<file path="src/include/aquila_mem_settings.svh">
`ifndef AQUILA_MEM_SETTINGS_SVH
`define AQUILA_MEM_SETTINGS_SVH

// Data and address width
`define AQ_XLEN           32

// TCM depth in words
`define AQ_TCM_WORDS      1024

// Segment codes in the top address nibble
// Any other nibble falls into the cached DRAM segment
`define AQ_SEG_TCM        4'h0
`define AQ_SEG_DEV        4'hC
`define AQ_SEG_SYS        4'hF

// Address bits 19..16 inside the system segment that select the timer
`define AQ_CLINT_PAGE     4'h0

// Timer word offsets, address bits 4..2
`define AQ_CLINT_MSIP     3'd0
`define AQ_CLINT_CMP_LO   3'd2
`define AQ_CLINT_CMP_HI   3'd3
`define AQ_CLINT_TIME_LO  3'd4
`define AQ_CLINT_TIME_HI  3'd5

// Timer compare starts far in the future
`define AQ_CMP_RESET      64'hFFFF_FFFF_FFFF_FFFF

`endif

</file>
<file path="src/hdl/aquila_mem_pkg.sv">
`include "aquila_mem_settings.svh"

package aquila_mem_pkg;

    // ------------------------------
    // Plain vectors
    // ------------------------------
    typedef logic [`AQ_XLEN-1:0]               word_t;
    typedef logic [`AQ_XLEN-1:0]               addr_t;
    typedef logic [`AQ_XLEN/8-1:0]             byte_en_t;
    typedef logic [$clog2(`AQ_TCM_WORDS)-1:0]  tcm_index_t;
    typedef logic [2:0]                        clint_off_t;

    // ------------------------------
    // State and select encodings
    // ------------------------------
    typedef enum logic [1:0] {
        SEG_TCM  = 2'd0,
        SEG_DRAM = 2'd1,
        SEG_DEV  = 2'd2,
        SEG_SYS  = 2'd3
    } seg_sel_t;

    typedef enum logic [1:0] {
        ARB_IDLE = 2'd0,
        ARB_I    = 2'd1,
        ARB_D    = 2'd2
    } arb_state_t;

    // ------------------------------
    // Request and response bundles
    // ------------------------------
    // Data-side request, 70 bits
    typedef struct packed {
        logic     strobe;
        logic     rw;
        addr_t    addr;
        byte_en_t byte_en;
        word_t    wdata;
    } mem_req_t;

    // Ready level plus read word, 33 bits
    typedef struct packed {
        logic  ready;
        word_t rdata;
    } mem_rsp_t;

    // Instruction fetch, read only
    typedef struct packed {
        logic  strobe;
        addr_t addr;
    } fetch_req_t;

    // Refill request from one cache port
    typedef struct packed {
        logic  strobe;
        logic  rw;
        addr_t addr;
        logic  share_modify;
        logic  replacement;
    } refill_req_t;

    // Shared refill channel toward the coherence unit
    typedef struct packed {
        logic  strobe;
        logic  rw;
        addr_t addr;
        logic  share_modify;
        logic  replacement;
        logic  is_instr_fetch;
    } refill_out_t;

endpackage

</file>
<file path="src/hdl/segment_router.sv">
`timescale 1ns/1ps
`include "aquila_mem_settings.svh"

module segment_router (
    input  logic                       clk_i,
    input  logic                       rst_i,
    input  aquila_mem_pkg::fetch_req_t fetch_i,
    output aquila_mem_pkg::fetch_req_t fetch_tcm_o,
    input  aquila_mem_pkg::mem_req_t   data_i,
    output aquila_mem_pkg::mem_rsp_t   data_o,
    output aquila_mem_pkg::mem_req_t   tcm_req_o,
    input  aquila_mem_pkg::mem_rsp_t   tcm_rsp_i,
    output aquila_mem_pkg::mem_req_t   clint_req_o,
    input  aquila_mem_pkg::mem_rsp_t   clint_rsp_i,
    output aquila_mem_pkg::mem_req_t   dev_req_o,
    input  aquila_mem_pkg::mem_rsp_t   dev_rsp_i
);

    import aquila_mem_pkg::*;

    seg_sel_t data_sel;
    seg_sel_t data_sel_q;
    logic     clint_page;
    logic     clint_page_q;
    mem_rsp_t stub_rsp;

    // Keep a request but mask strobe and write outside its target
    function automatic mem_req_t gate_req(input mem_req_t req, input logic hit);
        mem_req_t g;
        g        = req;
        g.strobe = req.strobe & hit;
        g.rw     = req.rw & hit;
        return g;
    endfunction

    // ------------------------------
    // Address decode
    // ------------------------------
    always_comb begin
        case (data_i.addr[`AQ_XLEN-1 -: 4])
            `AQ_SEG_TCM: data_sel = SEG_TCM;
            `AQ_SEG_DEV: data_sel = SEG_DEV;
            `AQ_SEG_SYS: data_sel = SEG_SYS;
            default:     data_sel = SEG_DRAM;
        endcase
    end

    // Timer page inside the system segment
    assign clint_page = (data_i.addr[19:16] == `AQ_CLINT_PAGE);

    // Fetches only reach the TCM
    // Anything else never sees a strobe and stays unanswered
    assign fetch_tcm_o.strobe = fetch_i.strobe &&
                                (fetch_i.addr[`AQ_XLEN-1 -: 4] == `AQ_SEG_TCM);
    assign fetch_tcm_o.addr   = fetch_i.addr;

    // ------------------------------
    // Downstream requests
    // ------------------------------
    assign tcm_req_o   = gate_req(data_i, data_sel == SEG_TCM);
    assign clint_req_o = gate_req(data_i, (data_sel == SEG_SYS) && clint_page);

    // Device bus shows nothing but segment C traffic
    always_comb begin
        dev_req_o = gate_req(data_i, data_sel == SEG_DEV);
        if (data_sel != SEG_DEV) begin
            dev_req_o.addr  = '0;
            dev_req_o.wdata = '0;
        end
    end

    // ------------------------------
    // Response steering
    // ------------------------------
    // Select follows the address by one cycle so it lines up with the answer
    always_ff @(posedge clk_i) begin
        if (rst_i) begin
            data_sel_q   <= SEG_TCM;
            clint_page_q <= 1'b0;
        end else begin
            data_sel_q   <= data_sel;
            clint_page_q <= clint_page;
        end
    end

    // DRAM and unmapped system pages just answer with zero
    assign stub_rsp = '{ready: 1'b1, rdata: '0};

    always_comb begin
        case (data_sel_q)
            SEG_TCM: data_o = tcm_rsp_i;
            SEG_DEV: data_o = dev_rsp_i;
            SEG_SYS: data_o = clint_page_q ? clint_rsp_i : stub_rsp;
            default: data_o = stub_rsp;
        endcase
    end

endmodule

</file>
<file path="config.mk">
export PLATFORM = sky130hd
export DESIGN_NAME = segment_router
export DESIGN_NICKNAME = d
export VERILOG_FILES = /design/src/hdl/aquila_mem_pkg.sv /design/src/hdl/segment_router.sv
export VERILOG_INCLUDE_DIRS = /design/src /design/src/include
export SDC_FILE = /design/constraint.sdc
export NUM_CORES = 1
export LEC_CHECK = 0
export BUFFER_PORTS_ARGS = -buffer_cell sky130_fd_sc_hd__buf_2
export CORE_AREA = 2 2 184 186
export CTS_CLUSTER_DIAMETER = 50
export DETAILED_ROUTE_END_ITERATION = 12
export DIE_AREA = 0 0 186 188
export GPL_TIMING_DRIVEN = 0
export HOLD_SLACK_MARGIN = 0.15
export PLACE_DENSITY_LB_ADDON = 0.05
export SYNTH_ARGS = -nofsm -noshare
export SYNTH_HDL_FRONTEND = slang
export SYNTH_SLANG_ARGS = --single-unit
</file>
<file path="constraint.sdc">
create_clock -name clk_i -period 3.31 [get_ports clk_i]
set_clock_uncertainty 0.1 [all_clocks]
set_input_delay 0.1655 -clock clk_i [delete_from_list [all_inputs] [get_ports clk_i]]
set_output_delay 0.1655 -clock clk_i [all_outputs]
set_load 0.02 [all_outputs]
</file>
==> impl.org, run 1 <==
** Status
- Result of the run :: complete, no violations

** Logic synthesis
- Synthesized instance count :: 345
- Area of the mapped netlist :: 2670 µm²
- Yosys instantiated no cell more often than sky130_fd_sc_hd__buf_4.
- Largest cells by area after synthesis :: sky130_fd_sc_hd__buf_4 (49%), sky130_fd_sc_hd__and2_1 (14%), sky130_fd_sc_hd__mux2i_1 (12%)
- Summed over its instances, the top area cell type makes up 49.5% of the synthesized netlist area.
- Yosys mapped a number of flops with a built-in enable equal to 0.
- Yosys warning count :: 0
- Distinct cell type count after synthesis :: 24
- Cell type contributing the most total cell area after synthesis :: sky130_fd_sc_hd__buf_4
- Post-synthesis async set-or-reset flop share :: 0%
- Most numerous cell types in the synthesized netlist :: sky130_fd_sc_hd__buf_4 (176), sky130_fd_sc_hd__and2_1 (60), sky130_fd_sc_hd__mux2i_1 (32), sky130_fd_sc_hd__o2bb2ai_1 (32), sky130_fd_sc_hd__buf_6 (10)
- Portion of the post-synthesis area used by sequential elements :: 2.25%
- Among all flip-flop cells after synthesis, the most frequent one is sky130_fd_sc_hd__dfxtp_1.
- After synthesis the netlist holds a flip-flop and latch count of 3.
- A synthesized cell averages 7.74 µm².

** Global route
- The first global-routing pass estimated 21200 µm of wire.
- Entering global routing, the biggest net connects 11 pins.
- Tot GR Track Use :: 8.08%
- The number of antenna violations at the first check in global routing is 1.
- Number of global-route vias before repair :: 3611
- Global routing finished with a remaining overflow of 0.

** Cells and area
- Area of combinational cells with multiple inputs :: 1130 µm²
- Area growth from synthesis to layout :: 108%
- Antenna cells :: 0
- Final Net Count :: 1001
- Fill cell total of the finished layout :: 3894
- Area of all placed cells without fillers :: 5550 µm²
- Proportion of layout cells with a drive suffix above 1 :: 80.7%
- Across the whole layout, storage elements account for 60.1 µm².

** Placement
- Global placer's final weighted congestion :: 0.670
- Post-place setup slack :: 1.57 ns
- After legalization and detailed placement, the total HPWL measured 14800 µm.
- Once placement finished, the instance area stood at 5460 µm².
- During placement, the flow inserted port buffers numbering 445.

** Worst hold path
- The min-delay analysis places its worst path in the category input pin to flip-flop.

** Clock tree
- CTS tree :: done
- Clock tree root driver cell :: sky130_fd_sc_hd__clkbuf_16
- The clock passes through at most 2 buffers.
- Number of sinks handled by clock tree synthesis :: 3
- After clock tree synthesis, the clock-pin slew on the worst setup and hold paths is 0.03 ns.
- The number of setup buffers added after CTS is 0.
- Buffers inserted during clock tree synthesis total 3.
- In this run the number of H-tree levels came out at 1.

** STA
- Timing would allow up to 537 MHz.
- Across all hold checks on the routed design, the worst slack comes to 0.201 ns.
- The number of pins with negative max-slew slack in the final report is 0.
- After layout, the minimum clock period comes to 1.86 ns.
- Slew Limit Headroom :: 56.6%
- In the post-route analysis, the smallest setup slack over all paths is 1.45 ns.
- Number of endpoints with negative hold slack in the final report :: 0
- Fin Setup TNS :: 0 ns
- For the pin with the worst max-slew slack, the measured transition is 0.650 ns.
- Setup violations remaining at the end of the flow were counted as 0.
- Setup repair after global routing missed its margin :: false
- In the finished design, the share of the clock period the worst path needs comes to 56.2%.

** Die
- Die extent in x :: 186 µm
- The floorplan step defined a core boundary enclosing 33100 µm².
- Initial core utilization :: 8.07%
- The die is 188 µm tall.
- Die Outline Area :: 35000 µm²
- The floorplan has 67 rows.
- In this run the count of I/O pins placed on the die edge is 480.

** Worst setup path
- The critical path in this run is classified as flip-flop to primary output.
- The worst setup path is captured at a primary output.
- Element type at the critical path start :: flip-flop
- Data on the critical path arrives at its endpoint at 1.60 ns.
- Required arrival time at the worst endpoint :: 3.04 ns
- In this run the worst path has a maximum fanout of 10.

** Route
- Wires add up to 16200 µm.
- After the first detailed-routing iteration, the DRC count stood at 25.
- Dividing the detail-routed via count by the number of cells gives 3.03.
- First-pass iteration count of the detailed router :: 3
- In this run the remaining antenna-violating nets after routing total 0.
- In the routed design, unresolved DRC markers number 0.
- Across all layers, the routed design uses 3767 vias.
- Dividing the detail-routed wire length by the instance count gives 13.1 µm.

** Power
- Part of the power in combinational logic :: 76.2%
- Of the total power, the share spent switching nets is 43.9%.
- The share of total power dissipated in the clock network is 19.8%.
- Sequential cells account for 4.0% of the total power.
- Maximum VDD drop :: 0.148 mV
- Internal power consumption :: 0.536 mW
- Areal power density over the cells :: 172 nW/µm²
- Summed over all nets, the switching power comes to 0.420 mW.
- In this run the static leakage power is 3.26 nW.

** Job
- Reported max-cap violation count :: 0
sequential cells by signal, summed over array words and instances, names as in the netlist:
signal / count
data_sel_q: 2
clint_page_q: 1
placed cells by master, fill, tap and decap left out, types with 4 or more instances in the layout:
cell type                   count
sky130_fd_sc_hd__buf_2        446
sky130_fd_sc_hd__buf_4        176
sky130_fd_sc_hd__inv_1          4
sky130_fd_sc_hd__clkbuf_1       4
sky130_fd_sc_hd__and2_1        60
sky130_fd_sc_hd__o2bb2ai_1     32
sky130_fd_sc_hd__mux2i_1       32
sky130_fd_sc_hd__buf_6         10
sky130_fd_sc_hd__nor2_1         5
logic make-up after synthesis:
family | Yosys count | share of synthesized area, %
AOI/OAI and AO/OA | 35 | 11.2
buffers and inverters | 197 | 55.6
other | 1 | 0.140
and+or+nand+nor | 75 | 18.0
xor gates and xnor gates | 1 | 0.328
DFF | 3 | 2.25
muxes | 33 | 12.4
per-stage QoR:
step	power, mW	std cells	utilization, %
floorplan	0.477	346	-
global placement	0.793	1239	16.5
detailed placement	0.782	1239	16.5
CTS	0.978	1244	16.8
global route	1.02	1244	16.8
finish	0.957	1244	16.8
power by group through the flow:
stage	combinational (mW)	sequential (mW)	clock (mW)
CTS	0.746	0.0384	0.194
finish	0.729	0.0383	0.190
global placement	0.754	0.0388	0
detailed placement	0.743	0.0388	0
global route	0.784	0.0385	0.198
floorplan	0.438	0.0387	0
metal layers:
metal  wire length, µm  up-vias  global-route usage, %
met3              2290       10                   3.42
met2              9010      282                   17.5
li1                  -     1853                      -
met4               165        2                   1.27
met1              4770     1620                   6.44
met5                11        -                      0
worst max-delay path, stage by stage, from the launching register on:
cell and delay (ns):
sky130_fd_sc_hd__dfxtp_1 0.31, sky130_fd_sc_hd__buf_6 0.14, sky130_fd_sc_hd__clkbuf_4 0.29, sky130_fd_sc_hd__mux2i_1 0.34
sky130_fd_sc_hd__o2bb2ai_1 0.11, sky130_fd_sc_hd__buf_2 0.18
cell type report:
| type | instances | area share, % |
|---|---|---|
| buffer | 192 | 26.4 |
| clock buffer | 4 | 1.42 |
| inverter | 5 | 0.383 |
| multi-input combinational | 146 | 20.3 |
| sequential | 3 | 1.08 |
| tap | 448 | 10.1 |
| timing repair buffer | 446 | 40.3 |
path summary, 6_finish.rpt:
path / from / endpoint / slack (ns) / cells past startpoint
setup / recovery: data_sel_q[1] / data_o[24] / 1.45 / 5
hold / removal: data_i[64] / data_sel_q[0] / 0.20 / 3
what timing repair did:
item	in CTS	in global routing
hold endpoints to repair	3	0
gates resized for setup	0	0
hold buffers	1	0
endpoints found under the setup margin	0	0
Power figures use the tool's default switching activity.
==> run 2: changes to the inputs <==
--- a/config.mk
+++ b/config.mk
@@ -7,10 +7,10 @@
 export NUM_CORES = 1
 export LEC_CHECK = 0
 export BUFFER_PORTS_ARGS = -buffer_cell sky130_fd_sc_hd__buf_2
-export CORE_AREA = 2 2 184 186
+export CORE_AREA = 2 2 185 187
 export CTS_CLUSTER_DIAMETER = 50
 export DETAILED_ROUTE_END_ITERATION = 12
-export DIE_AREA = 0 0 186 188
+export DIE_AREA = 0 0 187 189
 export GPL_TIMING_DRIVEN = 0
 export HOLD_SLACK_MARGIN = 0.15
 export PLACE_DENSITY_LB_ADDON = 0.05
==> constraint.sdc (replaced) <==
create_clock -name clk_i -period 1.8 [get_ports clk_i]
set_clock_uncertainty 0.1 [all_clocks]
set_input_delay 0.09 -clock clk_i [delete_from_list [all_inputs] [get_ports clk_i]]
set_output_delay 0.09 -clock clk_i [all_outputs]
set_load 0.02 [all_outputs]
==> impl.org, run 2 (synthesis results as in run 1) <==
** Route
- The uppermost metal layer occupied by signal nets is met4 (was met5).
- The DRC violation count after routing was 0 (unchanged).
- The total via count after detailed routing is 3771 (was 3767).
- The violation count after the first detailed-routing iteration was 48 (was 25).
- Met3 wire length :: 1840 µm (was 2290 µm)
- The post-route antenna net violation count was 0 (unchanged).
- Final wirelength :: 16200 µm (about the same)
- Routed metal-1 wire length :: 5200 µm (was 4770 µm)
- The detailed-routing iteration count for the pre-antenna-repair pass came to 4 (was 3).
- Average wire length per cell after detail routing :: 13.0 µm (was 13.1 µm)
- Met2 wirelength from detailed routing :: 9160 µm (was 9010 µm)
- The post-detailed-route via-to-cell ratio is 3.03 (about the same).

** Clock tree
- Max Buffers Root-to-Sink :: 2 (unchanged)
- Clock buffers created by TritonCTS :: 3 (unchanged)
- CTS tree :: done (unchanged)
- The number of clock sinks seen by CTS came to 3 (unchanged).
- The number of H-tree levels came to 1 (unchanged).
- Worst-path clk slew :: 0.03 ns (about the same)
- The root buffer cell was sky130_fd_sc_hd__clkbuf_16 (unchanged).

** Global route
- First-pass GRT wire length :: 22600 µm (was 21200 µm)
- The number of global-route vias before repair was 3719 (was 3611).
- Overall overflow remaining after global route :: 0 (unchanged)
- The largest net degree at the start of global routing is 11 (unchanged).
- Initial antenna violation count :: 0 (was 1)
- The global-route usage over all layers is 8.29% (was 8.08%).

** STA
- The final total negative setup slack is 0 ns (unchanged).
- Final clock period utilization by the worst path :: 94.9%
- The slew at the pin with the worst max-slew slack is 0.546 ns (was 0.650 ns).
- Counting I/O delays and the setup requirement, the final critical path takes 1.71 ns.
- Final Worst Setup Slack :: 0.0923 ns (was 1.45 ns)
- Slew Limit Headroom :: 63.6% (was 56.6%)
- Max Fclk :: 586 MHz
- Setup repair after global routing missed its margin :: false (unchanged)
- The final hold violation count came to 0 (unchanged).
- The tightest hold margin was 0.179 ns (was 0.201 ns).
- Slew Viols, Final :: 0 (unchanged)
- The final number of setup-violating endpoints was 0 (unchanged).

** Worst setup path
- The largest stage delay on the critical path was 0.29 ns (was 0.34 ns).
- Type of the setup path with the least slack :: flip-flop to primary output (unchanged)
- The maximum fanout count along the critical path is 10 (unchanged).
- Arrival time of data at the critical path endpoint :: 1.52 ns (was 1.60 ns)
- Buffering stage count on the worst path with inverters included :: 4 (was 3)
- The critical path startpoint category is a flip-flop (unchanged).
- Required arrival time at the worst endpoint :: 1.61 ns (was 3.04 ns)
- Worst path cell trace :: clkbuf_4 -> and3_1 -> buf_4 -> buf_6 -> o2bb2ai_1 -> buf_4 (was buf_6 -> clkbuf_4 -> mux2i_1 -> o2bb2ai_1 -> buf_2)
- Worst Setup End Kind :: primary output (unchanged)
- By instance count, the cell type seen most on the critical path is sky130_fd_sc_hd__buf_4.
- Worst path slowest cell :: sky130_fd_sc_hd__dfxtp_1 (was sky130_fd_sc_hd__mux2i_1)
- The dominant delay contributor by cell family on the critical path was buffers and inverters (unchanged).

** Die
- The count of boundary I/O pins came to 480 (unchanged).
- Floorplan core area :: 33300 µm² (was 33100 µm²)
- The effective utilization at floorplan is 8.03% (was 8.07%).
- The cell row count came to 67 (unchanged).
- Vertical die dimension :: 189 µm (was 188 µm)
- Die extent in x :: 187 µm (was 186 µm)
- Die Outline Area :: 35300 µm² (was 35000 µm²)

** Cells and area
- The area growth from synthesis to layout came to 108% (about the same).
- The flip-flop count of the largest register, all copies and words added is 2 (unchanged).
- The commonest non-fill, non-tap cell in the layout was sky130_fd_sc_hd__buf_2 (unchanged).
- Fin cells :: 1244 (unchanged)
- Largest registers :: data_sel_q x2, clint_page_q x1 (unchanged)
- Final Net Count :: 1001 (unchanged)
- The fill cell total of the finished layout came to 3944 (was 3894).
- Antenna cells :: 0 (unchanged)
- Largest reg by FF count :: data_sel_q (unchanged)
- The final instance area came to 5560 µm² (was 5550 µm²).
- Proportion of layout cells with a drive suffix above 1 :: 80.8% (was 80.7%)
- Commonest cells after routing, fill and taps aside :: sky130_fd_sc_hd__buf_2 (443), sky130_fd_sc_hd__buf_4 (178), sky130_fd_sc_hd__and2_1 (60) (was sky130_fd_sc_hd__buf_2 (446), sky130_fd_sc_hd__buf_4 (176), sky130_fd_sc_hd__and2_1 (60))

** Placement
- The port buffer count was 445 (unchanged).
- Placed wire-length estimate after detailed placement :: 14800 µm (about the same)
- Post-place setup slack :: 0.236 ns (was 1.57 ns)
- The post-place instance area was 5460 µm² (unchanged).
- Placed Instances :: 1239 (unchanged)
- The final weighted congestion of routability-driven global placement was 0.718 (was 0.670).

** Job
- The max-capacitance violation count came to 0 (unchanged).

** Power
- The static leakage power is 3.26 nW (about the same).
- The areal power density over the cells was 317 nW/µm² (was 172 nW/µm²).
- Maximum VDD drop :: 0.259 mV (was 0.148 mV)

** Worst hold path
- The count of cells along the worst hold path was 3 (unchanged).
- Startpoint of the tightest hold check path :: data_i[52] (was data_i[64])
- The classification of the worst-slack hold path was input pin to flip-flop (unchanged).
- The sink of the worst hold path is clint_page_q (was data_sel_q[0]).

** Status
- Result of the run :: complete, no violations (unchanged)
==> run 2: cell count changes in the layout (fill, tap and decap cells not counted) <==
cell                       before  now
sky130_fd_sc_hd__clkbuf_2       0    1
sky130_fd_sc_hd__buf_2        446  443
sky130_fd_sc_hd__clkbuf_1       4    3
sky130_fd_sc_hd__clkbuf_4       2    3
sky130_fd_sc_hd__buf_4        176  178
sky130_fd_sc_hd__buf_6         10    9
sky130_fd_sc_hd__buf_8          0    1
==> run 2: worst min-delay path: stages <==
cell	delay, ns
sky130_fd_sc_hd__buf_2	0.13
sky130_fd_sc_hd__or4_4	0.15
sky130_fd_sc_hd__nor2_1	0.07
==> run 2: worst max path at each step <==
stage	from	to	slack [ns]	cells after the start
after floorplan	data_sel_q[1]	data_o[32]	0.49	4
after global placement	data_sel_q[0]	data_o[27]	0.22	4
after detailed placement	data_sel_q[0]	data_o[27]	0.24	4
after CTS	data_sel_q[0]	data_o[27]	0.002	4
after global routing	data_sel_q[0]	data_o[5]	0.008	6
final	data_sel_q[0]	data_o[0]	0.09	6
==> run 2: metal layers <==
metal | global-route usage, % | vias to the layer above
li1 | - | 1860
met1 | 7.63 | 1640
met2 | 17.6 | 269
met3 | 3.24 | 2
met4 | 0.458 | 0
met5 | 0 | -
==> run 2: power by group <==
group          total (mW)  switching, mW  internal, mW
Combinational        1.34          0.717         0.627
Clock               0.347         0.0554         0.292
Sequential         0.0704       0.000691        0.0697
Total                1.76          0.773         0.989
==> run 2: what timing repair did <==
action / in CTS / in global routing
setup buffers: 0 / 0
hold endpoints to repair: 3 / 0
resized for setup: 0 / 6
setup endpoints to repair: 0 / 7
hold buffers: 1 / 0
==> run 2: layout make-up <==
| type | count | area [µm²] | area share, % |
|---|---|---|---|
| plain buffers | 192 | 1470 | 26.5 |
| clock buffers | 4 | 78.8 | 1.42 |
| inverters | 5 | 21.3 | 0.382 |
| multi-input cells | 146 | 1130 | 20.3 |
| flip-flops and latches | 3 | 60.1 | 1.08 |
| well taps | 448 | 561 | 10.1 |
| repair buffers | 446 | 2240 | 40.3 |
==> run 2: stage by stage <==
step	utilization [%]	total power [mW]
after floorplan	-	0.877
after global placement	16.4	1.46
after detailed placement	16.4	1.44
after CTS	16.7	1.79
after global routing	16.7	1.87
final	16.7	1.76
==> run 3: changes to the inputs <==
--- a/config.mk
+++ b/config.mk
@@ -7,10 +7,12 @@
 export NUM_CORES = 1
 export LEC_CHECK = 0
 export BUFFER_PORTS_ARGS = -buffer_cell sky130_fd_sc_hd__buf_2
-export CORE_AREA = 2 2 185 187
+export CELL_PAD_IN_SITES_DETAIL_PLACEMENT = 0
+export CELL_PAD_IN_SITES_GLOBAL_PLACEMENT = 1
+export CORE_AREA = 2 2 188 190
 export CTS_CLUSTER_DIAMETER = 50
 export DETAILED_ROUTE_END_ITERATION = 12
-export DIE_AREA = 0 0 187 189
+export DIE_AREA = 0 0 190 192
 export GPL_TIMING_DRIVEN = 0
 export HOLD_SLACK_MARGIN = 0.15
 export PLACE_DENSITY_LB_ADDON = 0.05
==> impl.org, run 3 (synthesis results as in run 1) <==
** Route
- DRC violations left :: 0 (unchanged)
- Total via count after detailed routing :: 3757 (was 3771)
- The post-detailed-routing wire length is 16900 µm (was 16200 µm).
- The violation count after the first detailed-routing iteration was 51 (was 48).
- The post-detailed-route via-to-cell ratio came to 3.00 (was 3.03).
- First-pass iteration count of the detailed router :: 3 (was 4)
- The routed length per placed instance came to 13.5 µm (was 13.0 µm).
- The post-route antenna net violation count came to 0 (unchanged).

** Worst hold path
- Worst min-delay path endpoint :: data_sel_q[0] (was clint_page_q)
- Count of cells along the worst hold path :: 3 (unchanged)
- The classification of the worst-slack hold path was input pin to flip-flop (unchanged).
- Startpoint of the tightest hold check path :: data_i[66] (was data_i[52])

** Worst setup path
- Arrival time of data at the critical path endpoint :: 1.50 ns (was 1.52 ns)
- Type of the setup path with the least slack :: flip-flop to primary output (unchanged)
- Worst Setup End Kind :: primary output (unchanged)
- Element type at the critical path start :: flip-flop (unchanged)
- The maximum fanout count along the critical path was 10 (unchanged).
- Required arrival time at the worst endpoint :: 1.61 ns (about the same)

** Global route
- Overall overflow remaining after global route :: 0 (unchanged)
- The largest net degree at the start of global routing was 11 (unchanged).
- Initial antenna violation count :: 0 (unchanged)
- Tot GR Track Use :: 7.99% (was 8.29%)
- The number of global-route vias before repair is 3669 (was 3719).
- The first-pass GRT wire length came to 22100 µm (was 22600 µm).

** Cells and area
- Commonest cells after routing, fill and taps aside :: sky130_fd_sc_hd__buf_2 (442), sky130_fd_sc_hd__buf_4 (180), sky130_fd_sc_hd__and2_1 (60) (was sky130_fd_sc_hd__buf_2 (443), sky130_fd_sc_hd__buf_4 (178), sky130_fd_sc_hd__and2_1 (60))
- The post-route core utilization was 16.3% (was 16.7%).
- The fraction of layout cells with a size suffix above 1 came to 80.7% (was 80.8%).
- The layout net count came to 1002 (was 1001).
- The number of diodes is 0 (unchanged).
- Area growth from synthesis to layout :: 109% (was 108%)
- The final standard cell count with taps included and fillers excluded came to 1252 (was 1244).
- The fill cell total of the finished layout came to 4001 (was 3944).
- The register with the most flip-flops is data_sel_q (unchanged).
- Largest registers: data_sel_q x2, clint_page_q x1 (unchanged).
- Most common cell after layout, fill and taps aside :: sky130_fd_sc_hd__buf_2 (unchanged)
- Max reg flops :: 2 (unchanged)

** Power
- The overall power consumption came to 1.77 mW (was 1.76 mW).
- The static leakage power was 3.27 nW (was 3.26 nW).
- Areal power density over the cells :: 317 nW/µm² (about the same)
- The maximum vdd ir drop was 0.154 mV (was 0.259 mV).

** Placement
- The final weighted congestion of routability-driven global placement was 0.791 (was 0.718).
- The number of instances in the placed design came to 1246 (was 1239).
- The estimated wirelength of the detail-placed design came to 15400 µm (was 14800 µm).
- The port buffer count came to 445 (unchanged).

** Die
- Die extent in x :: 190 µm (was 187 µm)
- The cell row count is 68 (was 67).
- The effective utilization at floorplan came to 7.79% (was 8.03%).
- Floorplan core area :: 34300 µm² (was 33300 µm²)
- The count of boundary I/O pins is 480 (unchanged).
- The overall die height is 192 µm (was 189 µm).
- Die Outline Area :: 36500 µm² (was 35300 µm²)

** STA
- The slew at the pin with the worst max-slew slack is 0.509 ns (was 0.546 ns).
- The final hold violation count is 0 (unchanged).
- The share of the clock period used by the worst path after layout is 94.1% (was 94.9%).
- Setup repair after global routing missed its margin: false (unchanged).
- The tightest hold margin came to 0.215 ns (was 0.179 ns).
- Slew Viols, Final :: 0 (unchanged)
- The worst slew margin relative to its limit came to 66.1% (was 63.6%).
- The post-route minimum period came to 1.69 ns (was 1.71 ns).
- Final Setup Violations :: 0 (unchanged)
- The final total negative setup slack came to 0 ns (unchanged).
- The achievable clock frequency was 591 MHz (was 586 MHz).

** Clock tree
- Clock buffers created by TritonCTS :: 3 (unchanged)
- CTS tree :: done (unchanged)
- The post-CTS setup repair buffer count was 0 (unchanged).
- Worst-path clk slew :: 0.03 ns (about the same)
- The root buffer cell is sky130_fd_sc_hd__clkbuf_16 (unchanged).
- Number of sinks handled by clock tree synthesis :: 3 (unchanged)
- The number of buffers between clock root and the deepest sink is 2 (unchanged).
- The number of H-tree levels is 1 (unchanged).

** Job
- Reported max-cap violation count :: 0 (unchanged)

** Status
- Result of the run: complete, no violations (unchanged).
[run 3: cell types whose count changed in the layout (fill, tap and decap cells not counted)]
cell,delta
sky130_fd_sc_hd__buf_6,+1
sky130_fd_sc_hd__dlygate4sd3_1,+1
sky130_fd_sc_hd__buf_2,-1
sky130_fd_sc_hd__buf_8,-1
sky130_fd_sc_hd__clkbuf_4,-1
sky130_fd_sc_hd__buf_4,+2
[run 3: power by group]
| part | internal (mW) | switching (mW) | leakage (nW) |
|---|---|---|---|
| logic | 0.629 | 0.720 | 3.20 |
| clock network | 0.292 | 0.0581 | 0.0382 |
| registers | 0.0697 | 0.000705 | 0.0247 |
[run 3: metrics by stage]
step | worst slack [ns] | instance area (µm²)
final | 0.107 | 5580
after floorplan | 0.493 | 2680
after global placement | 0.326 | 5470
after detailed placement | 0.302 | 5470
after global routing | 0.00178 | 5580
after CTS | 0.0612 | 5570
[run 3: layout make-up]
cell class                 count  area [µm²]  area share [%]
buffer                       192        1470            26.3
multi-input combinational    146        1130            20.2
sequential                     3        60.1            1.08
inverter                       5        21.3           0.381
timing repair buffer         447        2260            40.4
clock buffer                   4        78.8            1.41
tap                          455         569            10.2
[run 3: what timing repair did]
| action | CTS | global route |
|---|---|---|
| endpoints found under the hold margin | 3 | 0 |
| hold buffers | 2 | 0 |
| endpoints found under the setup margin | 0 | 4 |
| resized for setup | 0 | 6 |
[run 3: worst max path at each step]
stage,slack (ns),cells past startpoint,endpoint,startpoint
global placement,0.33,6,data_o[31],data_sel_q[0]
global route,0.002,6,data_o[2],data_sel_q[0]
finish,0.11,6,data_o[26],data_sel_q[0]
floorplan,0.49,4,data_o[32],data_sel_q[1]
detailed placement,0.30,6,data_o[31],data_sel_q[0]
CTS,0.06,6,data_o[31],data_sel_q[0]
[run 3: worst max-delay path, cell delays in order (launching register included)]
cell                        delay [ns]
sky130_fd_sc_hd__dfxtp_1          0.29
sky130_fd_sc_hd__buf_2            0.19
sky130_fd_sc_hd__and3_1           0.17
sky130_fd_sc_hd__buf_4            0.16
sky130_fd_sc_hd__buf_6            0.16
sky130_fd_sc_hd__o2bb2ai_1        0.12
sky130_fd_sc_hd__buf_2            0.19
[run 3: layer usage]
layer  vias to the layer above  GRT usage (%)  part of all wire [%]
li1                       1860              -                     -
met1                      1641           7.28                    32
met2                       248           16.9                    57
met3                         8           2.96                    11
met4                         0          0.865                  0.58
met5                         -              0                     0
